--- src/verilog/mem_pkg.sv ---
package mem_pkg;

    // Memory transaction tags
    localparam int MEM_TAG_BITS = 4;

    // Tag zero never names a live transaction
    typedef logic [MEM_TAG_BITS-1:0] mem_tag_t;

    localparam mem_tag_t NO_MEM_TAG = '0;

    // One memory block carries two 32-bit instruction words
    localparam int MEM_BLOCK_BITS = 64;

    // Word 0 sits in the low half
    typedef logic [MEM_BLOCK_BITS-1:0] mem_block_t;

endpackage

--- src/verilog/icache_pkg.sv ---
package icache_pkg;

    // Fetch-side byte address
    typedef logic [31:0] addr_t;

    // Byte offset inside one block
    localparam int BLOCK_OFFSET_BITS = 3;

    // Address step between consecutive blocks
    localparam int BLOCK_BYTES = 8;

    // Block tag is address bits 15 to 3, upper half is always zero
    localparam int ITAG_BITS = 13;

    typedef logic [ITAG_BITS-1:0] itag_t;

    // Fetch reads per cycle, port 0 holds the older instruction
    localparam int READ_PORTS = 2;

    // One fully associative line
    typedef struct packed {
        logic                valid;
        itag_t               tag;
        mem_pkg::mem_block_t data;
    } cache_line_t;

endpackage

--- src/verilog/icache_array.sv ---
`timescale 1ns/1ps

module icache_array #(
    parameter int NUM_LINES = 8
) (
    input  logic                                         i_clock,
    input  logic                                         i_reset,

    input  logic [icache_pkg::READ_PORTS-1:0]            i_read_valid,
    input  icache_pkg::addr_t [icache_pkg::READ_PORTS-1:0] i_read_addr,
    output logic [icache_pkg::READ_PORTS-1:0]            o_read_hit,
    output mem_pkg::mem_block_t [icache_pkg::READ_PORTS-1:0] o_read_data,

    input  logic                                         i_probe_valid,
    input  icache_pkg::addr_t                            i_probe_addr,
    output logic                                         o_probe_found,
    output logic                                         o_full,

    input  logic                                         i_fill_valid,
    input  icache_pkg::itag_t                            i_fill_tag,
    input  mem_pkg::mem_block_t                          i_fill_data
);
    import icache_pkg::*;

    localparam int IDX_BITS = (NUM_LINES > 1) ? $clog2(NUM_LINES) : 1;

    cache_line_t                          lines [NUM_LINES];
    logic [NUM_LINES-1:0]                 line_valid;
    logic [READ_PORTS-1:0][NUM_LINES-1:0] read_match;
    logic [NUM_LINES-1:0]                 probe_match;
    logic [NUM_LINES-1:0]                 fill_match;
    itag_t                                probe_tag;
    logic                                 free_found;
    logic [IDX_BITS-1:0]                  free_idx;
    logic [IDX_BITS-1:0]                  victim_ptr;
    logic [IDX_BITS-1:0]                  fill_idx;

    assign probe_tag = i_probe_addr[BLOCK_OFFSET_BITS +: ITAG_BITS];

    // Tag compare against every line for reads, probe and fill
    always_comb begin
        for (int i = 0; i < NUM_LINES; i++) begin
            line_valid[i]  = lines[i].valid;
            probe_match[i] = i_probe_valid && lines[i].valid && (lines[i].tag == probe_tag);
            fill_match[i]  = lines[i].valid && (lines[i].tag == i_fill_tag);
            for (int p = 0; p < READ_PORTS; p++) begin
                read_match[p][i] = i_read_valid[p] && lines[i].valid &&
                    (lines[i].tag == i_read_addr[p][BLOCK_OFFSET_BITS +: ITAG_BITS]);
            end
        end
    end

    // Tags are unique, so at most one line drives each port
    always_comb begin
        o_read_data = '0;
        for (int p = 0; p < READ_PORTS; p++) begin
            o_read_hit[p] = |read_match[p];
            for (int i = 0; i < NUM_LINES; i++) begin
                if (read_match[p][i]) begin
                    o_read_data[p] = lines[i].data;
                end
            end
        end
    end

    assign o_probe_found = |probe_match;
    assign o_full        = &line_valid;

    // Lowest-index free line, scanned downward so the lowest wins
    always_comb begin
        free_found = 1'b0;
        free_idx   = '0;
        for (int i = NUM_LINES - 1; i >= 0; i--) begin
            if (!line_valid[i]) begin
                free_found = 1'b1;
                free_idx   = IDX_BITS'(i);
            end
        end
    end

    assign fill_idx = free_found ? free_idx : victim_ptr;

    // Rotating victim, moves only when a valid line is replaced
    always_ff @(posedge i_clock) begin
        if (i_reset) begin
            victim_ptr <= '0;
        end else if (i_fill_valid && !free_found) begin
            if (victim_ptr == IDX_BITS'(NUM_LINES - 1)) begin
                victim_ptr <= '0;
            end else begin
                victim_ptr <= victim_ptr + 1'b1;
            end
        end
    end

    always_ff @(posedge i_clock) begin
        if (i_reset) begin
            for (int i = 0; i < NUM_LINES; i++) begin
                lines[i].valid <= 1'b0;
            end
        end else if (i_fill_valid) begin
            lines[fill_idx] <= '{valid: 1'b1, tag: i_fill_tag, data: i_fill_data};
        end
    end

    // Probing of cache and miss tracker keeps a block from being fetched twice
    a_fill_unique: assert property (@(posedge i_clock) disable iff (i_reset)
        i_fill_valid |-> (fill_match == '0));

endmodule

--- src/verilog/icache_prefetcher.sv ---
`timescale 1ns/1ps

module icache_prefetcher (
    input  logic              i_clock,
    input  logic              i_reset,

    input  logic              i_miss_valid,
    input  icache_pkg::addr_t i_miss_addr,
    input  logic              i_cache_full,

    input  logic              i_cache_found,
    input  logic              i_mshr_found,
    output logic              o_probe_valid,
    output icache_pkg::addr_t o_probe_addr,

    output logic              o_mem_req_valid,
    output icache_pkg::addr_t o_mem_req_addr,
    input  logic              i_mem_req_accepted
);
    import icache_pkg::*;

    logic  last_miss_valid;
    addr_t last_miss_addr;
    addr_t lookahead_addr;
    addr_t miss_block;
    logic  miss_mode;
    logic  found;
    logic  advance;

    assign miss_block = {i_miss_addr[31:BLOCK_OFFSET_BITS], {BLOCK_OFFSET_BITS{1'b0}}};

    // A new miss takes over from the lookahead stream
    assign miss_mode = i_miss_valid && (!last_miss_valid || (miss_block != last_miss_addr));

    assign found = i_cache_found || i_mshr_found;

    always_comb begin
        o_probe_valid = 1'b0;
        o_probe_addr  = lookahead_addr + addr_t'(BLOCK_BYTES);
        if (miss_mode) begin
            o_probe_valid = 1'b1;
            o_probe_addr  = miss_block;
        end else if (last_miss_valid && !i_cache_full) begin
            o_probe_valid = 1'b1;
        end
    end

    // Blocks already cached or pending are skipped, not requested
    assign o_mem_req_valid = o_probe_valid && !found;
    assign o_mem_req_addr  = o_probe_addr;

    assign advance = o_probe_valid && (i_mem_req_accepted || found);

    always_ff @(posedge i_clock) begin
        if (i_reset) begin
            last_miss_valid <= 1'b0;
            last_miss_addr  <= '0;
            lookahead_addr  <= '0;
        end else if (advance) begin
            if (miss_mode) begin
                last_miss_valid <= 1'b1;
                last_miss_addr  <= miss_block;
            end
            lookahead_addr <= o_probe_addr;
        end
    end

endmodule

--- src/verilog/icache_mshr.sv ---
`timescale 1ns/1ps

module icache_mshr #(
    parameter int MSHR_DEPTH = 16
) (
    input  logic              i_clock,
    input  logic              i_reset,

    input  icache_pkg::itag_t i_probe_tag,
    output logic              o_probe_found,

    input  logic              i_push,
    input  mem_pkg::mem_tag_t i_push_mem_tag,
    input  icache_pkg::itag_t i_push_tag,

    input  mem_pkg::mem_tag_t i_ret_mem_tag,
    output logic              o_fill_valid,
    output icache_pkg::itag_t o_fill_tag
);
    import icache_pkg::*;
    import mem_pkg::*;

    localparam int PTR_BITS = (MSHR_DEPTH > 1) ? $clog2(MSHR_DEPTH) : 1;

    logic [MSHR_DEPTH-1:0] entry_valid;
    mem_tag_t              entry_mem_tag [MSHR_DEPTH];
    itag_t                 entry_tag [MSHR_DEPTH];
    logic [PTR_BITS-1:0]   head;
    logic [PTR_BITS-1:0]   tail;
    logic [MSHR_DEPTH-1:0] probe_match;
    logic                  push_ok;
    logic                  pop;

    // Zero tag means memory took nothing
    assign push_ok = i_push && (i_push_mem_tag != NO_MEM_TAG);

    // Memory returns in order, so only the head may retire
    assign pop = (i_ret_mem_tag != NO_MEM_TAG) && entry_valid[head] &&
                 (i_ret_mem_tag == entry_mem_tag[head]);

    assign o_fill_valid = pop;
    assign o_fill_tag   = entry_tag[head];

    always_comb begin
        for (int i = 0; i < MSHR_DEPTH; i++) begin
            probe_match[i] = entry_valid[i] && (entry_tag[i] == i_probe_tag);
        end
    end

    assign o_probe_found = |probe_match;

    always_ff @(posedge i_clock) begin
        if (i_reset) begin
            entry_valid <= '0;
            head        <= '0;
            tail        <= '0;
        end else begin
            if (pop) begin
                entry_valid[head] <= 1'b0;
                head <= (head == PTR_BITS'(MSHR_DEPTH - 1)) ? '0 : head + 1'b1;
            end
            if (push_ok) begin
                entry_valid[tail] <= 1'b1;
                tail <= (tail == PTR_BITS'(MSHR_DEPTH - 1)) ? '0 : tail + 1'b1;
            end
        end
    end

    // Entry payload
    always_ff @(posedge i_clock) begin
        if (push_ok) begin
            entry_mem_tag[tail] <= i_push_mem_tag;
            entry_tag[tail]     <= i_push_tag;
        end
    end

    // Memory never has more tags in flight than there are entries
    a_no_push_full: assert property (@(posedge i_clock) disable iff (i_reset)
        push_ok |-> !entry_valid[tail]);

endmodule

--- src/verilog/icache_subsystem.sv ---
`timescale 1ns/1ps

module icache_subsystem #(
    parameter int NUM_LINES  = 8,
    parameter int MSHR_DEPTH = 16
) (
    input  logic                                           i_clock,
    input  logic                                           i_reset,

    input  logic [icache_pkg::READ_PORTS-1:0]              i_read_valid,
    input  icache_pkg::addr_t [icache_pkg::READ_PORTS-1:0] i_read_addr,
    output logic [icache_pkg::READ_PORTS-1:0]              o_read_hit,
    output mem_pkg::mem_block_t [icache_pkg::READ_PORTS-1:0] o_read_data,

    output logic                                           o_mem_req_valid,
    output icache_pkg::addr_t                              o_mem_req_addr,
    input  logic                                           i_mem_req_accepted,
    input  mem_pkg::mem_tag_t                              i_mem_req_tag,

    input  mem_pkg::mem_tag_t                              i_mem_data_tag,
    input  mem_pkg::mem_block_t                            i_mem_data
);
    import icache_pkg::*;
    import mem_pkg::*;

    logic     miss_valid;
    addr_t    miss_addr;
    logic     probe_valid;
    addr_t    probe_addr;
    logic     cache_full;
    logic     cache_found;
    logic     mshr_found;
    logic     fill_valid;
    itag_t    fill_tag;
    mem_tag_t push_mem_tag;

    // Oldest miss, port 0 first
    always_comb begin
        miss_valid = 1'b0;
        miss_addr  = i_read_addr[0];
        if (i_read_valid[0] && !o_read_hit[0]) begin
            miss_valid = 1'b1;
        end else if (i_read_valid[1] && !o_read_hit[1]) begin
            miss_valid = 1'b1;
            miss_addr  = i_read_addr[1];
        end
    end

    assign push_mem_tag = i_mem_req_accepted ? i_mem_req_tag : NO_MEM_TAG;

    icache_array #(
        .NUM_LINES(NUM_LINES)
    ) icache_array_i (
        .i_clock      (i_clock),
        .i_reset      (i_reset),
        .i_read_valid (i_read_valid),
        .i_read_addr  (i_read_addr),
        .o_read_hit   (o_read_hit),
        .o_read_data  (o_read_data),
        .i_probe_valid(probe_valid),
        .i_probe_addr (probe_addr),
        .o_probe_found(cache_found),
        .o_full       (cache_full),
        .i_fill_valid (fill_valid),
        .i_fill_tag   (fill_tag),
        .i_fill_data  (i_mem_data)
    );

    icache_prefetcher icache_prefetcher_i (
        .i_clock           (i_clock),
        .i_reset           (i_reset),
        .i_miss_valid      (miss_valid),
        .i_miss_addr       (miss_addr),
        .i_cache_full      (cache_full),
        .i_cache_found     (cache_found),
        .i_mshr_found      (mshr_found),
        .o_probe_valid     (probe_valid),
        .o_probe_addr      (probe_addr),
        .o_mem_req_valid   (o_mem_req_valid),
        .o_mem_req_addr    (o_mem_req_addr),
        .i_mem_req_accepted(i_mem_req_accepted)
    );

    icache_mshr #(
        .MSHR_DEPTH(MSHR_DEPTH)
    ) icache_mshr_i (
        .i_clock       (i_clock),
        .i_reset       (i_reset),
        .i_probe_tag   (probe_addr[BLOCK_OFFSET_BITS +: ITAG_BITS]),
        .o_probe_found (mshr_found),
        .i_push        (i_mem_req_accepted),
        .i_push_mem_tag(push_mem_tag),
        .i_push_tag    (o_mem_req_addr[BLOCK_OFFSET_BITS +: ITAG_BITS]),
        .i_ret_mem_tag (i_mem_data_tag),
        .o_fill_valid  (fill_valid),
        .o_fill_tag    (fill_tag)
    );

    // Memory may only take a request that is being offered
    a_accept_with_request: assert property (@(posedge i_clock) disable iff (i_reset)
        i_mem_req_accepted |-> o_mem_req_valid);

endmodule

--- config.mk ---
export PLATFORM = sky130hd
export DESIGN_NAME = icache_subsystem
export DESIGN_NICKNAME = d
export VERILOG_FILES = /design/src/verilog/mem_pkg.sv /design/src/verilog/icache_pkg.sv /design/src/verilog/icache_array.sv /design/src/verilog/icache_prefetcher.sv /design/src/verilog/icache_mshr.sv /design/src/verilog/icache_subsystem.sv
export SDC_FILE = /design/constraint.sdc
export NUM_CORES = 2
export LEC_CHECK = 0
export BUFFER_PORTS_ARGS = -buffer_cell sky130_fd_sc_hd__buf_2
export CORE_ASPECT_RATIO = 1.2
export CORE_UTILIZATION = 30
export CTS_CLUSTER_DIAMETER = 200
export DETAILED_ROUTE_END_ITERATION = 8
export PLACE_DENSITY = 0.53
export SLEW_MARGIN = 20
export SYNTH_ARGS = -nofsm -noshare
export SYNTH_HDL_FRONTEND = slang
export SYNTH_SLANG_ARGS = --single-unit
--- constraint.sdc ---
create_clock -name i_clock -period 7.2 [get_ports i_clock]
set_clock_uncertainty 0.05 [all_clocks]
set_input_delay 1.44 -clock i_clock [delete_from_list [all_inputs] [get_ports i_clock]]
set_output_delay 1.44 -clock i_clock [all_outputs]
set_load 0.05 [all_outputs]
## Yosys cells after proc, flatten, opt, wreduce, memory -nomap -nowiden

Memories as Yosys holds them, arrays and structs flattened. A register that Yosys moved wholly into a read port is not among the register bits.
Cells that the tools add are included.

- Word-level logic and storage cells: 227
- Flip-flop bits (word level): 89
- Memory bits (writable): 896
- Memories: 3

- Bitwise logic cells: 3
- Add/sub/neg operators: 4
- Reduce and logical (&&, ||, !) cells: 94
- Muxes and demuxes: 67
- $lt $le $gt $ge: 4
- Eq/ne operators: 45

Memory list:

| name | words | bits a word | rd ports | clocked after memory_dff | wr ports | line | source |
|---|---|---|---|---|---|---|---|
| icache_array_i.lines | 8 | 78 | 8 | 0 | 8 | icache_array.sv:27 | `cache_line_t lines [NUM_LINES];` |
| icache_mshr_i.entry_tag | 16 | 13 | 17 | 1 | 1 | icache_mshr.sv:27 | `itag_t entry_tag [MSHR_DEPTH];` |
| icache_mshr_i.entry_mem_tag | 16 | 4 | 1 | 1 | 1 | icache_mshr.sv:26 | `mem_tag_t entry_mem_tag [MSHR_DEPTH];` |

Operator list:

| operator | number |
|---|---|
| $mux 64 | 16 |
| $eq 13x13->1 | 40 |
| $mux 32 | 3 |
| $mux 78 | 1 |
| $reduce_or 78->1 | 1 |
| $logic_and 1x1->1 | 76 |
| $mux 16 | 3 |
| $mux 3 | 11 |
| $add 32x4->32 const B | 1 |
| $ne 29x29->1 | 1 |
| $mux 4 | 7 |
| $reduce_or 8->1 | 3 |
| $mux 1 | 22 |
| $and 16x16->16 | 1 |
| $not 16->16 | 1 |
| $or 16x16->16 | 1 |
| $reduce_or 16->1 | 1 |
| $lt 4x5->1 const B | 2 |
| $add 4x1->4 const B | 2 |
| $demux 1 s4 | 2 |
| $eq 4x4->1 const B | 2 |
| $ge 4x1->1 const B | 2 |
| $reduce_and 8->1 | 1 |
| $reduce_bool 4->1 | 2 |
| 8 further kinds | 15 |

## Logic depth before layout (Yosys ltp)

An unclocked memory read counts as a cell.

- Word-level depth: 19
- Gate-level depth with buffers: 23
- Gate-level depth less buffers: 14

## Hierarchy

A second synthesis with hierarchy kept.

- Cell total of the unflattened synthesis: 4041
- Area, all modules: 50408.3 µm²

By module, submodules not included:

| module | instances | sequential area each (µm²) | cells each | area each (µm²) |
|---|---|---|---|---|
| icache_array | 1 | 18718.0 | 2717 | 31805.5 |
| icache_mshr | 1 | 8728.4 | 886 | 14259.9 |
| icache_prefetcher | 1 | 1241.2 | 395 | 3768.6 |
| icache_subsystem | 1 | 0.0 | 43 | 574.3 |

## Worst setup path after synthesis

OpenSTA, ideal clock, no wires.

- Kind: input -> output
- Start point: input port i_read_addr[15] (netlist name)
- End point: output port o_mem_req_valid
- Slack: 433 ps
- Stages: 17
- Data arrival time: 5277 ps
- Required time: 5710 ps
- Cell sequence: buf_2 > xnor2_1 > nand4_1 > or4_1 > nor4b_4 > and4b_1 > buf_2 > a21o_1 > buf_6 > a31oi_4 > buf_2 > xnor2_1 > nand4_1 > nor2_1 > a2111oi_2 > and4_4 > and4_1

- Cells in the longest elaborated chain, start to end: 16
- Elaborated cells between the ends (all ways): 88

Ends and longest elaborated chain:

| item | line | source |
|---|---|---|
| start: declaration | icache_subsystem.sv:11 | `input icache_pkg::addr_t [icache_pkg::READ_PORTS-1:0] i_read_addr,` |
| $eq 13x13->1 | icache_array.sv:48 | `(lines[i].tag == i_read_addr[p][BLOCK_OFFSET_BITS +: ITAG_BITS]);` |
| $logic_and 1x1->1 | icache_array.sv:47 | `read_match[p][i] = i_read_valid[p] && lines[i].valid &&` |
| $reduce_or 8->1 | icache_array.sv:57 | `o_read_hit[p] = \|read_match[p];` |
| $logic_not 1->1 | icache_subsystem.sv:41 | `if (i_read_valid[0] && !o_read_hit[0]) begin` |
| $logic_and 1x1->1 | icache_subsystem.sv:41 |  |
| $mux 32 | icache_subsystem.sv:41 |  |
| $ne 29x29->1 | icache_prefetcher.sv:33 | `assign miss_mode = i_miss_valid && (!last_miss_valid \|\| (miss_block != last_miss_addr));` |
| $logic_or 1x1->1 | icache_prefetcher.sv:33 |  |
| $logic_and 1x1->1 | icache_prefetcher.sv:33 |  |
| $mux 32 (*) | icache_prefetcher.sv:40 | `if (miss_mode) begin` |
| named net o_mem_req_addr[11] | icache_subsystem.sv:16 | `output icache_pkg::addr_t o_mem_req_addr,` |
| $eq 13x13->1 (on tied branches) | icache_mshr.sv:46, icache_array.sv:44 |  |
| $logic_and 1x1->1 (on tied branches) | icache_mshr.sv:46, icache_array.sv:44 |  |
| $reduce_or 16->1 or $reduce_or 8->1 (tied branches) | icache_mshr.sv:50, icache_array.sv:66 |  |
| $logic_or 1x1->1 (*) | icache_prefetcher.sv:35 | `assign found = i_cache_found \|\| i_mshr_found;` |
| $logic_not 1->1 (*) | icache_prefetcher.sv:49 | `assign o_mem_req_valid = o_probe_valid && !found;` |
| $logic_and 1x1->1 (*) | icache_prefetcher.sv:49 |  |
| end: declaration | icache_subsystem.sv:15 | `output logic o_mem_req_valid,` |

Mark *: on every way through the listed nets, which the timed path passes. The rest lies on a longest branch.

## Worst setup path in the final report

- Start point: input port i_read_addr[14] (netlist name)
- End point: output port o_mem_req_valid

- Cells in the longest elaborated chain, start to end: 16
- Elaborated cells between the ends (all ways): 88

Ends and longest elaborated chain:

| item | line | source |
|---|---|---|
| $eq 13x13->1 | icache_array.sv:48 |  |
| $logic_and 1x1->1 | icache_array.sv:47 |  |
| $reduce_or 8->1 | icache_array.sv:57 |  |
| $logic_not 1->1 | icache_subsystem.sv:41 |  |
| $logic_and 1x1->1 | icache_subsystem.sv:41 |  |
| $mux 32 | icache_subsystem.sv:41 |  |
| $ne 29x29->1 | icache_prefetcher.sv:33 |  |
| $logic_or 1x1->1 | icache_prefetcher.sv:33 |  |
| $logic_and 1x1->1 | icache_prefetcher.sv:33 |  |
| $mux 32 or $mux 1 (tied branches) | icache_prefetcher.sv:40 |  |
| $eq 13x13->1, or another cell as far along | icache_mshr.sv:46 | `probe_match[i] = entry_valid[i] && (entry_tag[i] == i_probe_tag);` |
| $logic_and 1x1->1 (on tied branches) | icache_mshr.sv:46, icache_array.sv:44 |  |
| $reduce_or 16->1 or $reduce_or 8->1 (tied branches) | icache_mshr.sv:50, icache_array.sv:66 |  |
| $logic_or 1x1->1 | icache_prefetcher.sv:35 |  |
| $logic_not 1->1 | icache_prefetcher.sv:49 |  |
| $logic_and 1x1->1 (*) | icache_prefetcher.sv:49 |  |

Mark *: on every way between the ends. The rest lies on a longest branch, timed or not.

==> run_results.csv <==
group,metric,value,unit
floorplan,coreArea,0.169,mm^2
sta,fin_crit,7240,ps
synth,yosysSeqAreaShare,0.560,
synth,synth_area,0.0512,mm^2
layout,drive_gt1_frac,0.207,
layout,nets,5157,
job,max_cap_viol_count,0,
worst_hold_path,worstHoldPathCells,1,
layout,fillers,16478,
sta,finalSetupViolCount,1,
clocking,clock_latency,770,ps
worst_setup_path,cp-start-kind,"input port",
worst_setup_path,reg2reg_from,"icache_array_i.lines[0][73]",
global_route,gr-usage-all-layers,0.200,
floorplan,dieArea,0.172,mm^2
floorplan,die_w,379,um
route,met2_length,84300,um
clocking,tritoncts,"built",
floorplan,die_h,455,um
synth,synthTopCellsByCount,"edfxtp_1 (888), xnor2_1 (519), a21oi_1 (482)",
floorplan,io_pins,304,
sta,finalHoldViolCount,0,
synth,synth_cells,4514,
route,drc,0,
clocking,cts_max_level,3,
place,routabilityCongestion,0.937,
clocking,clk_pin_slew,60,ps
route,vias,37935,
clocking,cts_num_sinks,989,
synth,netlist.area_leader.share,0.520,
worst_setup_path,r2r_end,"icache_prefetcher_i.last_miss_addr[4]",
floorplan,initial_core_util,0.303,
synth,synth_area_leaders,"edfxtp_1 (52%), xnor2_1 (8.9%), a21oi_1 (4.7%)",
synth,synth-edff-count,888,
power_and_ir_drop,power.total,13300,uW
global_route,antenna_found_initial,13,
worst_hold_path,hold_path_end,"icache_prefetcher_i.lookahead_addr[0]",
power_and_ir_drop,p_leak,0.0212,uW
sta,tightest_slew,1180,ps
clocking,cts_max_path_buffers,3,
power_and_ir_drop,vdd_ir_drop_max,210,uV
layout,final_cells,7349,
synth,ys_ff_latch,989,
sta,slew_viol_final,0,
synth,synthMostInstantiatedCell,"edfxtp_1",
global_route,grt_pass1_wl,254000,um
worst_setup_path,worstSetupEndpointType,"output port",
synth,synthFlopType,"edfxtp_1",
route,dr_wl_met3,11100,um
route,wirelength,177000,um
global_route,overflow,0,
worst_setup_path,arrival,5750,ps
worst_setup_path,r2r_setup_slack,1810,ps
sta,post-route-period-util,1.01,
layout,area_delta_synth_final,21.0,%
sta,slew_headroom,0.210,
power_and_ir_drop,p_per_area,215,mW/mm^2
route,wl_met1,73600,um
route,initialDrtViolationCount,3362,
sta,finalWorstSetupSlack,-36.4,ps
sta,finalSetupTns,-36.4,ps
route,drtAntennaViolNets,0,
global_route,grt_pass1_vias,36905,
synth,synthDistinctLibCells,82,
worst_hold_path,hold_start,"icache_prefetcher_i.lookahead_addr[0]",
worst_setup_path,critPathKind,"input port to output port",
sta,max_freq,0.138,GHz
route,wl_per_cell,24.1,um
status,violations,"setup timing",
status,status,"finished with violations",
worst_setup_path,cp_max_fo,14,
clocking,cts_buffers,107,
worst_setup_path,required,5710,ps
route,drt-pass1-iter-count,6,
place,dp.cells,7127,
synth,async_flop_share,0,
synth,synth_fp_nets,4666,
synth,syn_avg_cell_area,11.4,um^2
route,top_layer,"met5",
worst_setup_path,rr_worst_depth,21,
place,hpwlAfterDp,122000,um
sta,rsz0062_at_grt,"yes",
place,io_buffer_count,297,
clocking,ctsHoldBuffers,0,
global_route,grt_max_degree,90,
synth,ys_warn_count,0,
sta,finalHoldWorstSlack,416,ps
route,via_per_inst,5.16,
clocking,cts_root_buf,"clkbuf_16",
floorplan,rows,165,
synth,yosysTopAreaCell,"edfxtp_1",
worst_hold_path,hp-class,"flip-flop to flip-flop",
[worst max-delay path, stage by stage]
cell and delay [ps]:
buf_4 170, buf_12 160, xnor2_1 160, nand4_1 110
or4_4 590, nor4b_4 190, and3_4 290, o21ai_1 350
buf_4 190, a21oi_1 60, o41ai_1 590, buf_4 210
nand4_1 160, nor4_2 410, a2111oi_4 100, and4_4 200
and4_4 180, buf_8 150
[stage by stage]
stage / util / worst slack (ps) / instance area, um^2
final: 0.367 / -36.4 / 62000
after global routing: 0.367 / -89.9 / 62000
after CTS: 0.365 / 15.9 / 61700
after detailed placement: 0.343 / -569 / 57900
after global placement: 0.343 / -560 / 57900
after floorplan: - / 433 / 51200
[power breakdown]
part | internal [uW] | switching (uW) | total [uW]
registers | 6380 | 68.6 | 6450
clock network | 2930 | 2430 | 5360
logic | 615 | 914 | 1530
[layout make-up]
| type | count | area, um^2 | area share |
|---|---|---|---|
| clock inverter | 53 | 455 | 0.00735 |
| tap | 2254 | 2820 | 0.0455 |
| inverter | 65 | 244 | 0.00394 |
| multi-input combinational | 3144 | 21400 | 0.345 |
| antenna | 4 | 10.0 | 0.000161 |
| sequential | 989 | 28700 | 0.463 |
| clock buffer | 142 | 2880 | 0.0465 |
| timing repair buffer | 698 | 5490 | 0.0885 |
[timing repair]
item	4_1_cts	5_1_grt
setup endpoints to repair	1	17
gates cloned	1	1
pin swaps	9	25
setup buffers	15	7
resized for setup	48	51
[flip-flops by register name, indices dropped and copies added, names as in the netlist, named ones only]
name                                 cells
icache_mshr_i.entry_tag                208
icache_mshr_i.entry_mem_tag             64
icache_prefetcher_i.last_miss_addr      29
icache_array_i.victim_ptr                3
icache_mshr_i.tail                       4
icache_prefetcher_i.last_miss_valid      1
icache_prefetcher_i.lookahead_addr      32
icache_array_i.lines                   624
icache_mshr_i.entry_valid               16
icache_mshr_i.head                       4
[how the worst max path moves through the flow]
stage | depth (start not counted) | startpoint | to | slack [ps]
after floorplan | 17 | i_read_addr[15] | o_mem_req_valid | 430
after global placement | 18 | i_read_addr[4] | o_mem_req_valid | -560
after detailed placement | 18 | i_read_addr[4] | o_mem_req_valid | -570
after CTS | 26 | i_read_addr[10] | o_mem_req_valid | 20
after global routing | 23 | i_read_addr[5] | o_mem_req_valid | -90
final | 18 | i_read_addr[14] | o_mem_req_valid | -40
[layout by cell type (no fill, tap or decap), drive strengths merged, types with 12 or more instances in the layout]
| cell | count |
|---|---|
| a211oi | 16 |
| a21oi | 485 |
| a22oi | 132 |
| a31oi | 19 |
| and2 | 23 |
| and3 | 12 |
| buf | 693 |
| clkbuf | 146 |
| clkinv | 39 |
| dfxtp | 101 |
| edfxtp | 888 |
| inv | 71 |
| mux2 | 29 |
| mux2i | 117 |
| mux4 | 90 |
| nand2 | 460 |
| nand2b | 66 |
| nand3 | 72 |
| nand4 | 122 |
| nor2 | 385 |
| nor2b | 27 |
| nor3 | 14 |
| nor4 | 48 |
| o21ai | 319 |
| o22ai | 14 |
| xnor2 | 519 |
| xor2 | 77 |
[metal layers]
metal	GRT usage	vias to the layer above
li1	-	17479
met1	0.255	18792
met2	0.334	1306
met3	0.0322	342
met4	0.0858	16
met5	0	-
[logic make-up after synthesis]
kind of cell / count (synthesis) / share of synthesized area
compound gates: 1042 / 0.119
xor+xnor: 596 / 0.102
fa+ha+maj: 11 / 0.00269
buf+inv: 381 / 0.0335
flops: 989 / 0.560
mux: 236 / 0.0697
simple gates: 1259 / 0.113
Note: power is estimated with default switching activity, not from simulation.
